===== config.mk =====
export PLATFORM = sky130hd
export DESIGN_NAME = c64_loader_top
export DESIGN_NICKNAME = d
export VERILOG_FILES = /design/src/hw/loader_pkg.sv /design/src/hw/write_req_if.sv /design/src/hw/crt_header_parser.sv /design/src/hw/download_decoder.sv /design/src/hw/slot_writer.sv /design/src/hw/c64_loader_top.sv
export VERILOG_INCLUDE_DIRS = /design/src /design/src/hw
export SDC_FILE = /design/constraint.sdc
export NUM_CORES = 1
export LEC_CHECK = 0
export ABC_AREA = 1
export BUFFER_PORTS_ARGS = -buffer_cell sky130_fd_sc_hd__buf_4
export CORE_ASPECT_RATIO = 2
export CORE_UTILIZATION = 57
export CTS_CLUSTER_DIAMETER = 50
export DETAILED_ROUTE_END_ITERATION = 7
export HOLD_SLACK_MARGIN = 0.02
export PLACE_DENSITY = 0.85
export SYNTH_ARGS = -nofsm -noshare
export SYNTH_HDL_FRONTEND = slang
export SYNTH_SLANG_ARGS = --single-unit

===== constraint.sdc =====
create_clock -name clk_sys -period 4.4 [get_ports clk_sys]
set_clock_uncertainty 0.05 [all_clocks]
set_input_delay 0.22 -clock clk_sys [delete_from_list [all_inputs] [get_ports clk_sys]]
set_output_delay 0.22 -clock clk_sys [all_outputs]
set_load 0.01 [all_outputs]

===== src/hw/loader_macros.svh =====
// File loader constants
// Memory map, download indices, cartridge header offsets and the
// memory slot timing shared by the loader blocks

`ifndef LOADER_MACROS_SVH
`define LOADER_MACROS_SVH

// ============================================================
// Memory map
// ============================================================
`define LD_CRT_BASE       25'h100000
`define LD_TAP_BASE       25'h200000

// Host download indices
`define LD_IDX_PRG        8'd4
`define LD_IDX_CRT        8'd5
`define LD_IDX_CRT_ALT    8'hC0
`define LD_IDX_TAP        8'd6

// ============================================================
// Cartridge file layout
// ============================================================
`define LD_CRT_HDR_END    25'h40
`define LD_CRT_ID_OFS     25'h16
`define LD_CRT_EXROM_OFS  25'h18
`define LD_CRT_GAME_OFS   25'h19
// Chip packets start on 8 KB boundaries
`define LD_ALIGN_BITS     13

// Memory cycle of 16 slots, loader owns slot 11
`define LD_SLOT_PERIOD    16
`define LD_SLOT_INDEX     11

`endif


===== src/hw/loader_pkg.sv =====
// Loader types
// Address, data and cartridge field types used across the file loader,
// plus the file kind decoded from the host download index

package loader_pkg;

	// Byte address into the shared memory
	typedef logic [24:0] mem_addr_t;

	// One data byte
	typedef logic [7:0] byte_t;

	// 16-bit cartridge header field
	typedef logic [15:0] word_t;

	// Remaining length of a chip packet
	typedef logic [31:0] blk_len_t;

	// Position inside a 16-byte chip packet header
	typedef logic [3:0] hdr_cnt_t;

	// Kind of file being downloaded
	typedef enum logic [1:0] {
		FK_NONE,
		FK_PRG,
		FK_CRT,
		FK_TAP
	} file_kind_e;

endpackage


===== src/hw/write_req_if.sv =====
// Memory write request channel
// Carries one byte write from the download decoder to the slot writer
// with a valid/ready handshake

interface write_req_if
	import loader_pkg::*;
();

	logic      valid;
	logic      ready;
	mem_addr_t addr;
	byte_t     data;

	// Decoder side
	modport producer (
		output valid, addr, data,
		input  ready
	);

	// Slot writer side
	modport consumer (
		input  valid, addr, data,
		output ready
	);

endinterface


===== src/hw/crt_header_parser.sv =====
// Cartridge header parser
// Captures the cartridge id, EXROM and GAME from the file header, walks
// each chip packet header, reports bank info and classifies every byte
// as header, alignment point or payload

`include "loader_macros.svh"

module crt_header_parser
	import loader_pkg::*;
(
	input  logic      clk_sys,
	input  logic      reset_n,
	input  logic      byte_wr_i,
	input  mem_addr_t file_ofs_i,
	input  byte_t     byte_i,
	input  mem_addr_t load_addr_i,
	output logic      payload_o,
	output logic      align_o,
	output word_t     cart_id_o,
	output byte_t     cart_exrom_o,
	output byte_t     cart_game_o,
	output logic      bank_wr_o,
	output byte_t     bank_type_o,
	output word_t     bank_num_o,
	output word_t     bank_laddr_o,
	output word_t     bank_size_o,
	output mem_addr_t bank_addr_o
);

	hdr_cnt_t hdr_cnt;
	blk_len_t blk_len;
	logic     in_pkt;
	logic     pkt_start;

	// ============================================================
	// Byte classification
	// ============================================================
	assign in_pkt    = file_ofs_i >= `LD_CRT_HDR_END;
	assign pkt_start = in_pkt && (blk_len == '0) && (hdr_cnt == '0);
	assign align_o   = byte_wr_i && pkt_start && (load_addr_i[`LD_ALIGN_BITS-1:0] != '0);
	assign payload_o = byte_wr_i && in_pkt && (hdr_cnt == '0) && (blk_len != '0);

	// Packet walk
	always_ff @(posedge clk_sys) begin
		if (!reset_n) begin
			hdr_cnt   <= '0;
			blk_len   <= '0;
			bank_wr_o <= 1'b0;
		end else begin
			bank_wr_o <= 1'b0;
			if (byte_wr_i) begin
				if (file_ofs_i == '0) begin
					hdr_cnt <= '0;
					blk_len <= '0;
				end else if (pkt_start) begin
					hdr_cnt <= 4'd1;
				end else if (in_pkt && hdr_cnt != '0) begin
					// Wraps to zero after byte 15
					hdr_cnt <= hdr_cnt + 4'd1;
					case (hdr_cnt)
						4'd4: blk_len[31:24] <= byte_i;
						4'd5: blk_len[23:16] <= byte_i;
						4'd6: blk_len[15:8]  <= byte_i;
						4'd7: blk_len[7:0]   <= byte_i;
						// Packet length includes its own header
						4'd8: blk_len <= blk_len - 32'd16;
						4'd15: bank_wr_o <= 1'b1;
						default: ;
					endcase
				end else if (payload_o) begin
					blk_len <= blk_len - 32'd1;
				end
			end
		end
	end

	// ============================================================
	// Header fields
	// ============================================================
	always_ff @(posedge clk_sys) begin
		if (byte_wr_i) begin
			if (file_ofs_i == `LD_CRT_ID_OFS)         cart_id_o[15:8] <= byte_i;
			if (file_ofs_i == `LD_CRT_ID_OFS + 25'd1) cart_id_o[7:0]  <= byte_i;
			if (file_ofs_i == `LD_CRT_EXROM_OFS)      cart_exrom_o    <= byte_i;
			if (file_ofs_i == `LD_CRT_GAME_OFS)       cart_game_o     <= byte_i;
			if (in_pkt && !pkt_start) begin
				case (hdr_cnt)
					4'd9:  bank_type_o        <= byte_i;
					4'd10: bank_num_o[15:8]   <= byte_i;
					4'd11: bank_num_o[7:0]    <= byte_i;
					4'd12: bank_laddr_o[15:8] <= byte_i;
					4'd13: bank_laddr_o[7:0]  <= byte_i;
					4'd14: bank_size_o[15:8]  <= byte_i;
					4'd15: begin
						bank_size_o[7:0] <= byte_i;
						// Address was aligned at the packet's first byte
						bank_addr_o      <= load_addr_i;
					end
					default: ;
				endcase
			end
		end
	end

endmodule


===== src/hw/download_decoder.sv =====
// Download decoder
// Decodes the file kind from the download index, tracks the load address
// for program, cartridge and tape files and turns each payload byte into
// a memory write request

`include "loader_macros.svh"

module download_decoder
	import loader_pkg::*;
(
	input  logic      clk_sys,
	input  logic      reset_n,
	input  logic      ioctl_download_i,
	input  byte_t     ioctl_index_i,
	input  logic      ioctl_wr_i,
	input  mem_addr_t ioctl_addr_i,
	input  byte_t     ioctl_data_i,
	write_req_if.producer req,
	output logic      cart_attached_o,
	output word_t     cart_id_o,
	output byte_t     cart_exrom_o,
	output byte_t     cart_game_o,
	output logic      bank_wr_o,
	output byte_t     bank_type_o,
	output word_t     bank_num_o,
	output word_t     bank_laddr_o,
	output word_t     bank_size_o,
	output mem_addr_t bank_addr_o
);

	localparam mem_addr_t ALIGN_MASK = mem_addr_t'((1 << `LD_ALIGN_BITS) - 1);

	file_kind_e kind;
	mem_addr_t  load_addr;
	mem_addr_t  cur_addr;
	logic       byte_acc;
	logic       is_payload;
	logic       crt_payload;
	logic       crt_align;
	logic       download_d;

	always_comb begin
		case (ioctl_index_i)
			`LD_IDX_PRG:                 kind = FK_PRG;
			`LD_IDX_CRT, `LD_IDX_CRT_ALT: kind = FK_CRT;
			`LD_IDX_TAP:                 kind = FK_TAP;
			default:                     kind = FK_NONE;
		endcase
	end

	assign byte_acc = ioctl_download_i && ioctl_wr_i && (kind != FK_NONE);

	// Base address takes effect on the first byte of a file
	always_comb begin
		cur_addr = load_addr;
		if (ioctl_addr_i == '0) begin
			if (kind == FK_CRT) cur_addr = `LD_CRT_BASE;
			if (kind == FK_TAP) cur_addr = `LD_TAP_BASE;
		end
	end

	always_comb begin
		case (kind)
			FK_PRG:  is_payload = ioctl_addr_i >= 25'd2;
			FK_CRT:  is_payload = crt_payload;
			FK_TAP:  is_payload = 1'b1;
			default: is_payload = 1'b0;
		endcase
	end

	// ============================================================
	// Load address and request handshake
	// ============================================================
	always_ff @(posedge clk_sys) begin
		if (!reset_n) begin
			req.valid       <= 1'b0;
			load_addr       <= '0;
			download_d      <= 1'b0;
			cart_attached_o <= 1'b0;
		end else begin
			download_d <= ioctl_download_i;
			if (req.valid && req.ready) req.valid <= 1'b0;
			if (byte_acc) begin
				if (kind == FK_PRG && ioctl_addr_i == 25'd0) begin
					// Program load address, low byte first
					load_addr <= mem_addr_t'(ioctl_data_i);
				end else if (kind == FK_PRG && ioctl_addr_i == 25'd1) begin
					load_addr[15:8] <= ioctl_data_i;
				end else if (crt_align) begin
					load_addr <= (load_addr | ALIGN_MASK) + 25'd1;
				end else if (is_payload) begin
					req.valid <= 1'b1;
					load_addr <= cur_addr + 25'd1;
				end else begin
					load_addr <= cur_addr;
				end
			end
			// Attached once a cartridge download completes
			if (download_d != ioctl_download_i && kind == FK_CRT)
				cart_attached_o <= download_d;
		end
	end

	always_ff @(posedge clk_sys) begin
		if (byte_acc && is_payload) begin
			req.addr <= cur_addr;
			req.data <= ioctl_data_i;
		end
	end

	crt_header_parser u_crt_header_parser (
		.clk_sys      (clk_sys),
		.reset_n      (reset_n),
		.byte_wr_i    (byte_acc && kind == FK_CRT),
		.file_ofs_i   (ioctl_addr_i),
		.byte_i       (ioctl_data_i),
		.load_addr_i  (load_addr),
		.payload_o    (crt_payload),
		.align_o      (crt_align),
		.cart_id_o    (cart_id_o),
		.cart_exrom_o (cart_exrom_o),
		.cart_game_o  (cart_game_o),
		.bank_wr_o    (bank_wr_o),
		.bank_type_o  (bank_type_o),
		.bank_num_o   (bank_num_o),
		.bank_laddr_o (bank_laddr_o),
		.bank_size_o  (bank_size_o),
		.bank_addr_o  (bank_addr_o)
	);

endmodule


===== src/hw/slot_writer.sv =====
// Memory slot writer
// Holds one write request and issues it to the shared memory only in
// the loader's slot of the memory cycle

`include "loader_macros.svh"

module slot_writer
	import loader_pkg::*;
(
	input  logic      clk_sys,
	input  logic      reset_n,
	write_req_if.consumer req,
	output logic      mem_ce_o,
	output logic      mem_we_o,
	output mem_addr_t mem_addr_o,
	output byte_t     mem_data_o
);

	localparam int SLOT_W = $clog2(`LD_SLOT_PERIOD);

	logic [SLOT_W-1:0] slot_cnt;
	logic              held;
	logic              slot_hit;
	mem_addr_t         addr_q;
	byte_t             data_q;

	// ============================================================
	// Slot counter, free running over one memory cycle
	// ============================================================
	always_ff @(posedge clk_sys) begin
		if (!reset_n) begin
			slot_cnt <= '0;
		end else if (slot_cnt == SLOT_W'(`LD_SLOT_PERIOD - 1)) begin
			slot_cnt <= '0;
		end else begin
			slot_cnt <= slot_cnt + 1'b1;
		end
	end

	assign slot_hit  = slot_cnt == SLOT_W'(`LD_SLOT_INDEX);
	assign req.ready = !held;

	// One-entry request register
	always_ff @(posedge clk_sys) begin
		if (!reset_n) begin
			held <= 1'b0;
		end else if (req.valid && req.ready) begin
			held <= 1'b1;
		end else if (held && slot_hit) begin
			held <= 1'b0;
		end
	end

	always_ff @(posedge clk_sys) begin
		if (req.valid && req.ready) begin
			addr_q <= req.addr;
			data_q <= req.data;
		end
	end

	// Write strobe lasts exactly the loader's slot
	assign mem_ce_o   = held && slot_hit;
	assign mem_we_o   = held && slot_hit;
	assign mem_addr_o = addr_q;
	assign mem_data_o = data_q;

endmodule


===== src/hw/c64_loader_top.sv =====
// File loader top level
// Connects the host download port to the decoder and the slot writer
// and brings the memory write port and cartridge info out as plain ports

module c64_loader_top
	import loader_pkg::*;
(
	input  logic      clk_sys,
	input  logic      reset_n,

	// Host download port
	input  logic      ioctl_download_i,
	input  byte_t     ioctl_index_i,
	input  logic      ioctl_wr_i,
	input  mem_addr_t ioctl_addr_i,
	input  byte_t     ioctl_data_i,
	output logic      ioctl_wait_o,

	// Shared memory write port
	output logic      mem_ce_o,
	output logic      mem_we_o,
	output mem_addr_t mem_addr_o,
	output byte_t     mem_data_o,

	// Cartridge info
	output logic      cart_attached_o,
	output word_t     cart_id_o,
	output byte_t     cart_exrom_o,
	output byte_t     cart_game_o,

	// Chip packet bank info
	output logic      bank_wr_o,
	output byte_t     bank_type_o,
	output word_t     bank_num_o,
	output word_t     bank_laddr_o,
	output word_t     bank_size_o,
	output mem_addr_t bank_addr_o
);

	write_req_if wr_req ();

	// Host waits while a request sits in the channel or in the slot writer
	assign ioctl_wait_o = wr_req.valid || !wr_req.ready;

	download_decoder u_download_decoder (
		.clk_sys          (clk_sys),
		.reset_n          (reset_n),
		.ioctl_download_i (ioctl_download_i),
		.ioctl_index_i    (ioctl_index_i),
		.ioctl_wr_i       (ioctl_wr_i),
		.ioctl_addr_i     (ioctl_addr_i),
		.ioctl_data_i     (ioctl_data_i),
		.req              (wr_req.producer),
		.cart_attached_o  (cart_attached_o),
		.cart_id_o        (cart_id_o),
		.cart_exrom_o     (cart_exrom_o),
		.cart_game_o      (cart_game_o),
		.bank_wr_o        (bank_wr_o),
		.bank_type_o      (bank_type_o),
		.bank_num_o       (bank_num_o),
		.bank_laddr_o     (bank_laddr_o),
		.bank_size_o      (bank_size_o),
		.bank_addr_o      (bank_addr_o)
	);

	slot_writer u_slot_writer (
		.clk_sys    (clk_sys),
		.reset_n    (reset_n),
		.req        (wr_req.consumer),
		.mem_ce_o   (mem_ce_o),
		.mem_we_o   (mem_we_o),
		.mem_addr_o (mem_addr_o),
		.mem_data_o (mem_data_o)
	);

endmodule


==> results of run 1 <==
[logic make-up (layout without fill, tap and decap cells)]
logic type | after synthesis | count (layout)
adder cells (fa/ha/maj) | 10 | 10
AO/OA/AOI/OAI | 226 | 226
flip-flops | 249 | 249
AND/OR/NAND/NOR | 563 | 563
XOR/XNOR | 33 | 33
buffers and inverters | 184 | 406
[path summary, 6_finish.rpt]
kind	from	slack, ns	to	cells past startpoint
worst max-delay path	flip-flop	1.28	flip-flop	13
worst min-delay path	ioctl_data_i[2]	0.03	flip-flop	1
worst max register to register	flip-flop	1.28	flip-flop	13
worst min register to register	u_download_decoder.req.addr[21]	0.37	u_slot_writer.mem_addr_o[21]	0
[per-layer routing]
| layer | wire (um) | vias up | global-route usage [%] |
|---|---|---|---|
| met1 | 11600 | 4905 | 33.8 |
| met4 | 3160 | 0 | 28.5 |
| li1 | - | 4746 | - |
| met5 | 0 | - | 0 |
| met3 | 2990 | 221 | 4.93 |
| met2 | 20100 | 714 | 65.9 |
[per-stage QoR]
stage / total power [mW] / std cells
6_report: 4.71 / 1753
5_1_grt: 4.79 / 1753
3_5_place_dp: 2.66 / 1707
2_1_floorplan: 2.59 / 1265
4_1_cts: 4.70 / 1753
3_3_place_gp: 2.66 / 1707
[sequential cells by signal, indices dropped and copies added (netlist names), 4 cells and up]
register                                             flops
u_download_decoder.u_crt_header_parser.cart_id_o        16
u_download_decoder.u_crt_header_parser.hdr_cnt           4
u_slot_writer.mem_data_o                                 8
u_download_decoder.u_crt_header_parser.bank_type_o       8
u_download_decoder.load_addr                            25
u_download_decoder.u_crt_header_parser.bank_laddr_o     16
u_download_decoder.u_crt_header_parser.cart_exrom_o      8
u_download_decoder.u_crt_header_parser.cart_game_o       8
u_slot_writer.mem_addr_o                                25
u_download_decoder.u_crt_header_parser.bank_size_o      16
u_download_decoder.req.addr                             25
u_download_decoder.req.data                              8
u_slot_writer.slot_cnt                                   4
u_download_decoder.u_crt_header_parser.bank_num_o       16
u_download_decoder.u_crt_header_parser.blk_len          32
u_download_decoder.u_crt_header_parser.bank_addr_o      25
[power groups by stage]
stage                     clock network, mW  registers (mW)  logic, mW
after detailed placement                  0            2.55      0.107
after global placement                    0            2.55      0.106
final                                  2.09            2.50      0.115
after global routing                   2.17            2.50      0.121
after floorplan                           0            2.55     0.0373
after CTS                              2.08            2.50      0.112
[worst max-delay path: cells and delay by family, from the launching register on]
kind	cells	cell delay (ns)
and+or+nand+nor	6	1.06
buffers and inverters	3	0.81
AOI/OAI and AO/OA	3	0.44
DFF	1	0.41
adders and majority gates	1	0.25
[placed cells by master, fill, tap and decap left out, types with 6 or more instances in the layout]
cell type      instances
nand2_1              220
buf_4                203
edfxtp_1             179
nor2_1               140
inv_1                131
a21oi_1               84
nand3_1               77
o21ai_0               72
dfxtp_1               70
xor2_1                31
nor2_2                22
clkbuf_16             22
inv_2                 21
nor3_1                21
nand4_1               21
nor2_4                16
nand2_4               12
nand2_2               10
a211oi_1              10
ha_1                  10
nor4_1                 9
o21ai_1                9
a31oi_1                6
o211ai_1               6
a22oi_1                6
dlygate4sd3_1          6
[area by class of cell]
class	instances	area [sq um]
Clock buffer	27	599
Tap cell	266	333
Sequential cell	249	6780
Timing Repair Buffer	209	1580
Multi-Input combinational cell	832	4440
Clock inverter	13	179
Fill cell	1485	5950
Inverter	157	602
==> results.sh, run 1 <==
export IMPL_worstSetupEndpointType="flip-flop"
export IMPL_die_w_um=104
export IMPL_fin_crit_sh_pct=70.9
export IMPL_cts_sinks=249
export IMPL_crit_required_ns=4.81
export IMPL_viasPerCell=6.04
export IMPL_tritoncts="done"
export IMPL_synthTopCellsByCount="220 x nand2_1, 179 x edfxtp_1, 143 x nor2_1, 132 x inv_1, 84 x a21oi_1"
export IMPL_numPortBuffers=195
export IMPL_hold_violations=0
export IMPL_comb_power_share_pct=2.4
export IMPL_clk_pin_slew_ns=0.07
export IMPL_synth_seq_area_share_pct=56.6
export IMPL_cp_max_fo=24
export IMPL_synthCells=1265
export IMPL_report_final_slew_viol_count=0
export IMPL_synth_simple_area_share_pct=22.5
export IMPL_die_h_um=207
export IMPL_worstMarginPinSlew_ns=1.17
export IMPL_grt_pass1_wl_um=56800
export IMPL_setup_tns_ns=0
export IMPL_place_hpwl_um=26100
export IMPL_netlist_top_cells_area="edfxtp_1 45%, dfxtp_1 12%, nand2_1 6.9%, nor2_1 4.5%, inv_1 4.1%"
export IMPL_synthMuxAreaShare_pct=0
export IMPL_grt_overflow=0
export IMPL_vias=10586
export IMPL_grt_pass1_vias=10475
export IMPL_cts_buffers=22
export IMPL_dpl_cell_area_sq_um=13700
export IMPL_syn_area_sq_um=12000
export IMPL_yosysMostFrequentCell="nand2_1"
export IMPL_netlist_cell_type_count=60
export IMPL_synth_compound_area_share_pct=11.0
export IMPL_cts_hold_buf=6
export IMPL_area_growth_pct=21.3
export IMPL_layout_nets=1526
export IMPL_htreeDepth=1
export IMPL_final_area_sq_um=14500
export IMPL_n_antenna_cell=0
export IMPL_routabilityCongestion=1.03
export IMPL_critPathLaunchType="flip-flop"
export IMPL_synth_top_family_by_area="simple AND/OR/NAND/NOR gates"
export IMPL_cts_resized=0
export IMPL_slowest_stage="inv_1"
export IMPL_grt_max_degree=35
export IMPL_rsz0062_at_grt="false"
export IMPL_synth_xor_xnor_area_share_pct=2.42
export IMPL_worstSetupPathType="flip-flop to flip-flop"
export IMPL_dieArea_sq_um=21600
export IMPL_p_int_mw=3.71
export IMPL_synth_enable_flop_cells=179
export IMPL_sw_frac_of_total_pct=21.3
export IMPL_synthAdderAreaFrac_pct=1.05
export IMPL_dr_pass1_iters=7
export IMPL_power_density_nw_per_um2=324
export IMPL_min_period_ns=3.12
export IMPL_wl_per_cell_um=21.6
export IMPL_p_sw_mw=1.00
export IMPL_fin_ws_ns=1.28
export IMPL_clockBufferDepth=3
export IMPL_synth_area_leader_cell="edfxtp_1"
export IMPL_cpPeakStageDelay_ns=0.57
export IMPL_hold_slack_ns=0.0306
export IMPL_initial_core_util_pct=58.5
export IMPL_core_area_sq_um=20500
export IMPL_drv_cap=0
export IMPL_hold_path_class="input pin to flip-flop"
export IMPL_synth_nets=1320
export IMPL_post_cts_buffers=0
export IMPL_drt_first_iter_violations=817
export IMPL_clk_latency_ns=0.54
export IMPL_dp_slack_ns=1.37
export IMPL_ios=196
export IMPL_ir_worst_vdd_uv=289
export IMPL_fmax_ghz=0.321
export IMPL_cts_root_buf="clkbuf_16"
export IMPL_grt_use_total_pct=35.1
export IMPL_ys_ff_latch=249
export IMPL_yosys_most_used_dff="edfxtp_1"
export IMPL_drive_above_1_share_pct=23.1
export IMPL_yosys_warnings=0
export IMPL_crit_path_cell_trace="inv_1, ha_1, nand2_1, nor2_2, inv_1, nand2_4, inv_1, nand2_1, o31ai_1, nand2_1, o21ai_0, nand2_1, a21oi_1"
export IMPL_status="finished clean"
export IMPL_routed_wl_um=37900
export IMPL_p_leak_nw=6.03
export IMPL_arrival_ns=3.53
export IMPL_finalSetupViolations=0
export IMPL_postRouteAntennaNets=0
export IMPL_rows=74
export IMPL_drc=0
export IMPL_final_util_pct=70.9
export IMPL_avgSynthCellArea_sq_um=9.46
export IMPL_crit_top_cell="nand2_1"
export IMPL_p_clk_share_pct=44.5
export IMPL_async_flop_share_pct=0
export IMPL_seqPwrFrac_pct=53.1
export IMPL_synth_top_area_share_pct=44.9
export IMPL_antenna_found_initial=0
export IMPL_slew_headroom_pct=21.7
Note: power is estimated with default switching activity, not from simulation.
==> run 2: changes to the inputs <==
--- a/config.mk
+++ b/config.mk
@@ -9,11 +9,11 @@
 export ABC_AREA = 1
 export BUFFER_PORTS_ARGS = -buffer_cell sky130_fd_sc_hd__buf_4
 export CORE_ASPECT_RATIO = 2
-export CORE_UTILIZATION = 57
+export CORE_UTILIZATION = 51
 export CTS_CLUSTER_DIAMETER = 50
 export DETAILED_ROUTE_END_ITERATION = 7
 export HOLD_SLACK_MARGIN = 0.02
-export PLACE_DENSITY = 0.85
+export PLACE_DENSITY = 0.81
 export SYNTH_ARGS = -nofsm -noshare
 export SYNTH_HDL_FRONTEND = slang
 export SYNTH_SLANG_ARGS = --single-unit
==> constraint.sdc (replaced) <==
create_clock -name clk_sys -period 2.6 [get_ports clk_sys]
set_clock_uncertainty 0.05 [all_clocks]
set_input_delay 0.13 -clock clk_sys [delete_from_list [all_inputs] [get_ports clk_sys]]
set_output_delay 0.13 -clock clk_sys [all_outputs]
set_load 0.01 [all_outputs]
==> results.sh, run 2 (synthesis gave the netlist of run 1 again) <==
export IMPL_status="finished clean"
export IMPL_finalSetupViolations=0
export IMPL_hold_path_class="input pin to flip-flop"
export IMPL_critPathLaunchType="flip-flop"
export IMPL_p_leak_nw=6.38
export IMPL_routed_wl_um=37600
export IMPL_setup_tns_ns=0
export IMPL_grt_use_total_pct=32.0
export IMPL_antenna_found_initial=0
export IMPL_vias=10603
export IMPL_clk_latency_ns=0.55
export IMPL_cp_max_fo=8
export IMPL_n_antenna_cell=0
export IMPL_grt_pass1_wl_um=57100
export IMPL_grt_max_degree=35
export IMPL_tritoncts="done"
export IMPL_numPortBuffers=195
export IMPL_clockBufferDepth=3
export IMPL_cts_buffers=22
export IMPL_grt_overflow=0
export IMPL_final_area_sq_um=15200
export IMPL_postRouteAntennaNets=0
export IMPL_ir_worst_vdd_uv=662
export IMPL_report_final_slew_viol_count=0
export IMPL_fin_crit_sh_pct=95.9
export IMPL_wl_per_cell_um=20.4
export IMPL_largest_reg_flops=32
export IMPL_die_h_um=219
export IMPL_min_period_ns=2.49
export IMPL_power_density_nw_per_um2=528
export IMPL_place_hpwl_um=27400
export IMPL_mostFrequentLayoutCells="268 x buf_4, 220 x nand2_1, 179 x edfxtp_1"
export IMPL_rsz0062_at_grt="true"
export IMPL_dieArea_sq_um=24100
export IMPL_nFillCells=1830
export IMPL_drc=0
export IMPL_slew_headroom_pct=49.7
export IMPL_layout_nets=1598
export IMPL_viasPerCell=5.76
export IMPL_clk_pin_slew_ns=0.07
export IMPL_hold_violations=0
export IMPL_fmax_ghz=0.401
export IMPL_min_from="ioctl_addr_i[0]"
export IMPL_rrSetupSlack_ns=0.11
export IMPL_grt_pass1_vias=10575
export IMPL_met1_usage_pct=30.4
export IMPL_rows=79
export IMPL_ios=196
export IMPL_drive_above_1_share_pct=26.7
export IMPL_routabilityCongestion=1.03
export IMPL_worstSetupPathType="flip-flop to flip-flop"
export IMPL_largest_register="u_download_decoder.u_crt_header_parser.blk_len"
export IMPL_worstSetupEndpointType="flip-flop"
export IMPL_drt_first_iter_violations=640
export IMPL_dpl_cell_area_sq_um=14200
export IMPL_worstMarginPinSlew_ns=0.752
export IMPL_crit_required_ns=2.73
export IMPL_die_w_um=110
export IMPL_final_common_cell="buf_4"
export IMPL_dr_pass1_iters=5
export IMPL_cts_root_buf="clkbuf_16"
export IMPL_r2r_cells=13
export IMPL_area_growth_pct=26.8
export IMPL_drv_cap=0
export IMPL_met3_usage_pct=5.49
export IMPL_core_area_sq_um=23100
export IMPL_grt_busiest_layer="met2"
export IMPL_arrival_ns=2.63
export IMPL_grtUsageMet2_pct=58.1
export IMPL_initial_core_util_pct=51.7
export IMPL_worstHoldPathCells=5
export IMPL_htreeDepth=1
export IMPL_cts_sinks=249
## run 2: stage by stage
| step | hold WS [ns] | cells | power (mW) | setup WS (ns) | util (%) |
|---|---|---|---|---|---|
| floorplan | 0.173 | 1265 | 4.38 | 0.207 | - |
| global placement | 0.287 | 1790 | 4.50 | 0.155 | 61.5 |
| detailed placement | 0.294 | 1790 | 4.50 | 0.121 | 61.5 |
| CTS | 0.114 | 1841 | 8.03 | 0.0744 | 65.4 |
| global route | 0.148 | 1842 | 8.19 | -0.0323 | 65.6 |
| finish | 0.121 | 1842 | 8.02 | 0.106 | 65.6 |
## run 2: where the power goes
group,internal (mW),switching (mW)
clock network,2.00,1.58
registers,4.22,0.00463
logic,0.0787,0.127
## run 2: final cells by class
class	instances	area (sq um)	area share [%]
Multi-Input combinational cell	832	4470	29.5
Sequential cell	249	6780	44.7
Inverter	157	608	4.01
Clock inverter	13	201	1.33
Tap cell	283	354	2.33
Timing Repair Buffer	281	2160	14.3
Clock buffer	27	599	3.95
## run 2: metal layers
| metal | vias up | share of wire, % |
|---|---|---|
| met2 | 600 | 54 |
| met1 | 4914 | 31 |
| met3 | 218 | 6.5 |
| li1 | 4871 | - |
| met4 | 0 | 8.7 |
| met5 | - | 0 |
## run 2: critical path, stage by stage, from the launching register on
cell,delay (ns)
dfxtp_1,0.36
inv_1,0.09
ha_1,0.24
nand2_4,0.10
nor2_4,0.05
nand2_4,0.10
nor2_4,0.04
nand2_2,0.11
nor2_4,0.05
nand2_4,0.06
nand2_1,0.05
inv_1,0.13
nand2_1,0.11
nor2_1,0.59
## run 2: worst max path at each step
| stage | start | to |
|---|---|---|
| 4_1_cts | flip-flop | flip-flop |
| 5_1_grt | flip-flop | flip-flop |
| 2_1_floorplan | flip-flop | flip-flop |
| 6_report | flip-flop | flip-flop |
| 3_5_place_dp | flip-flop | flip-flop |
| 3_3_place_gp | flip-flop | u_download_decoder.load_addr[16] |
## run 2: timing repair
item / 4_1_cts / 5_1_grt
hold endpoints to repair: 125 / 0
gates resized for setup: 0 / 10
buffers inserted: 0 / 1
endpoints found under the setup margin: 0 / 23
hold buffers: 11 / 0
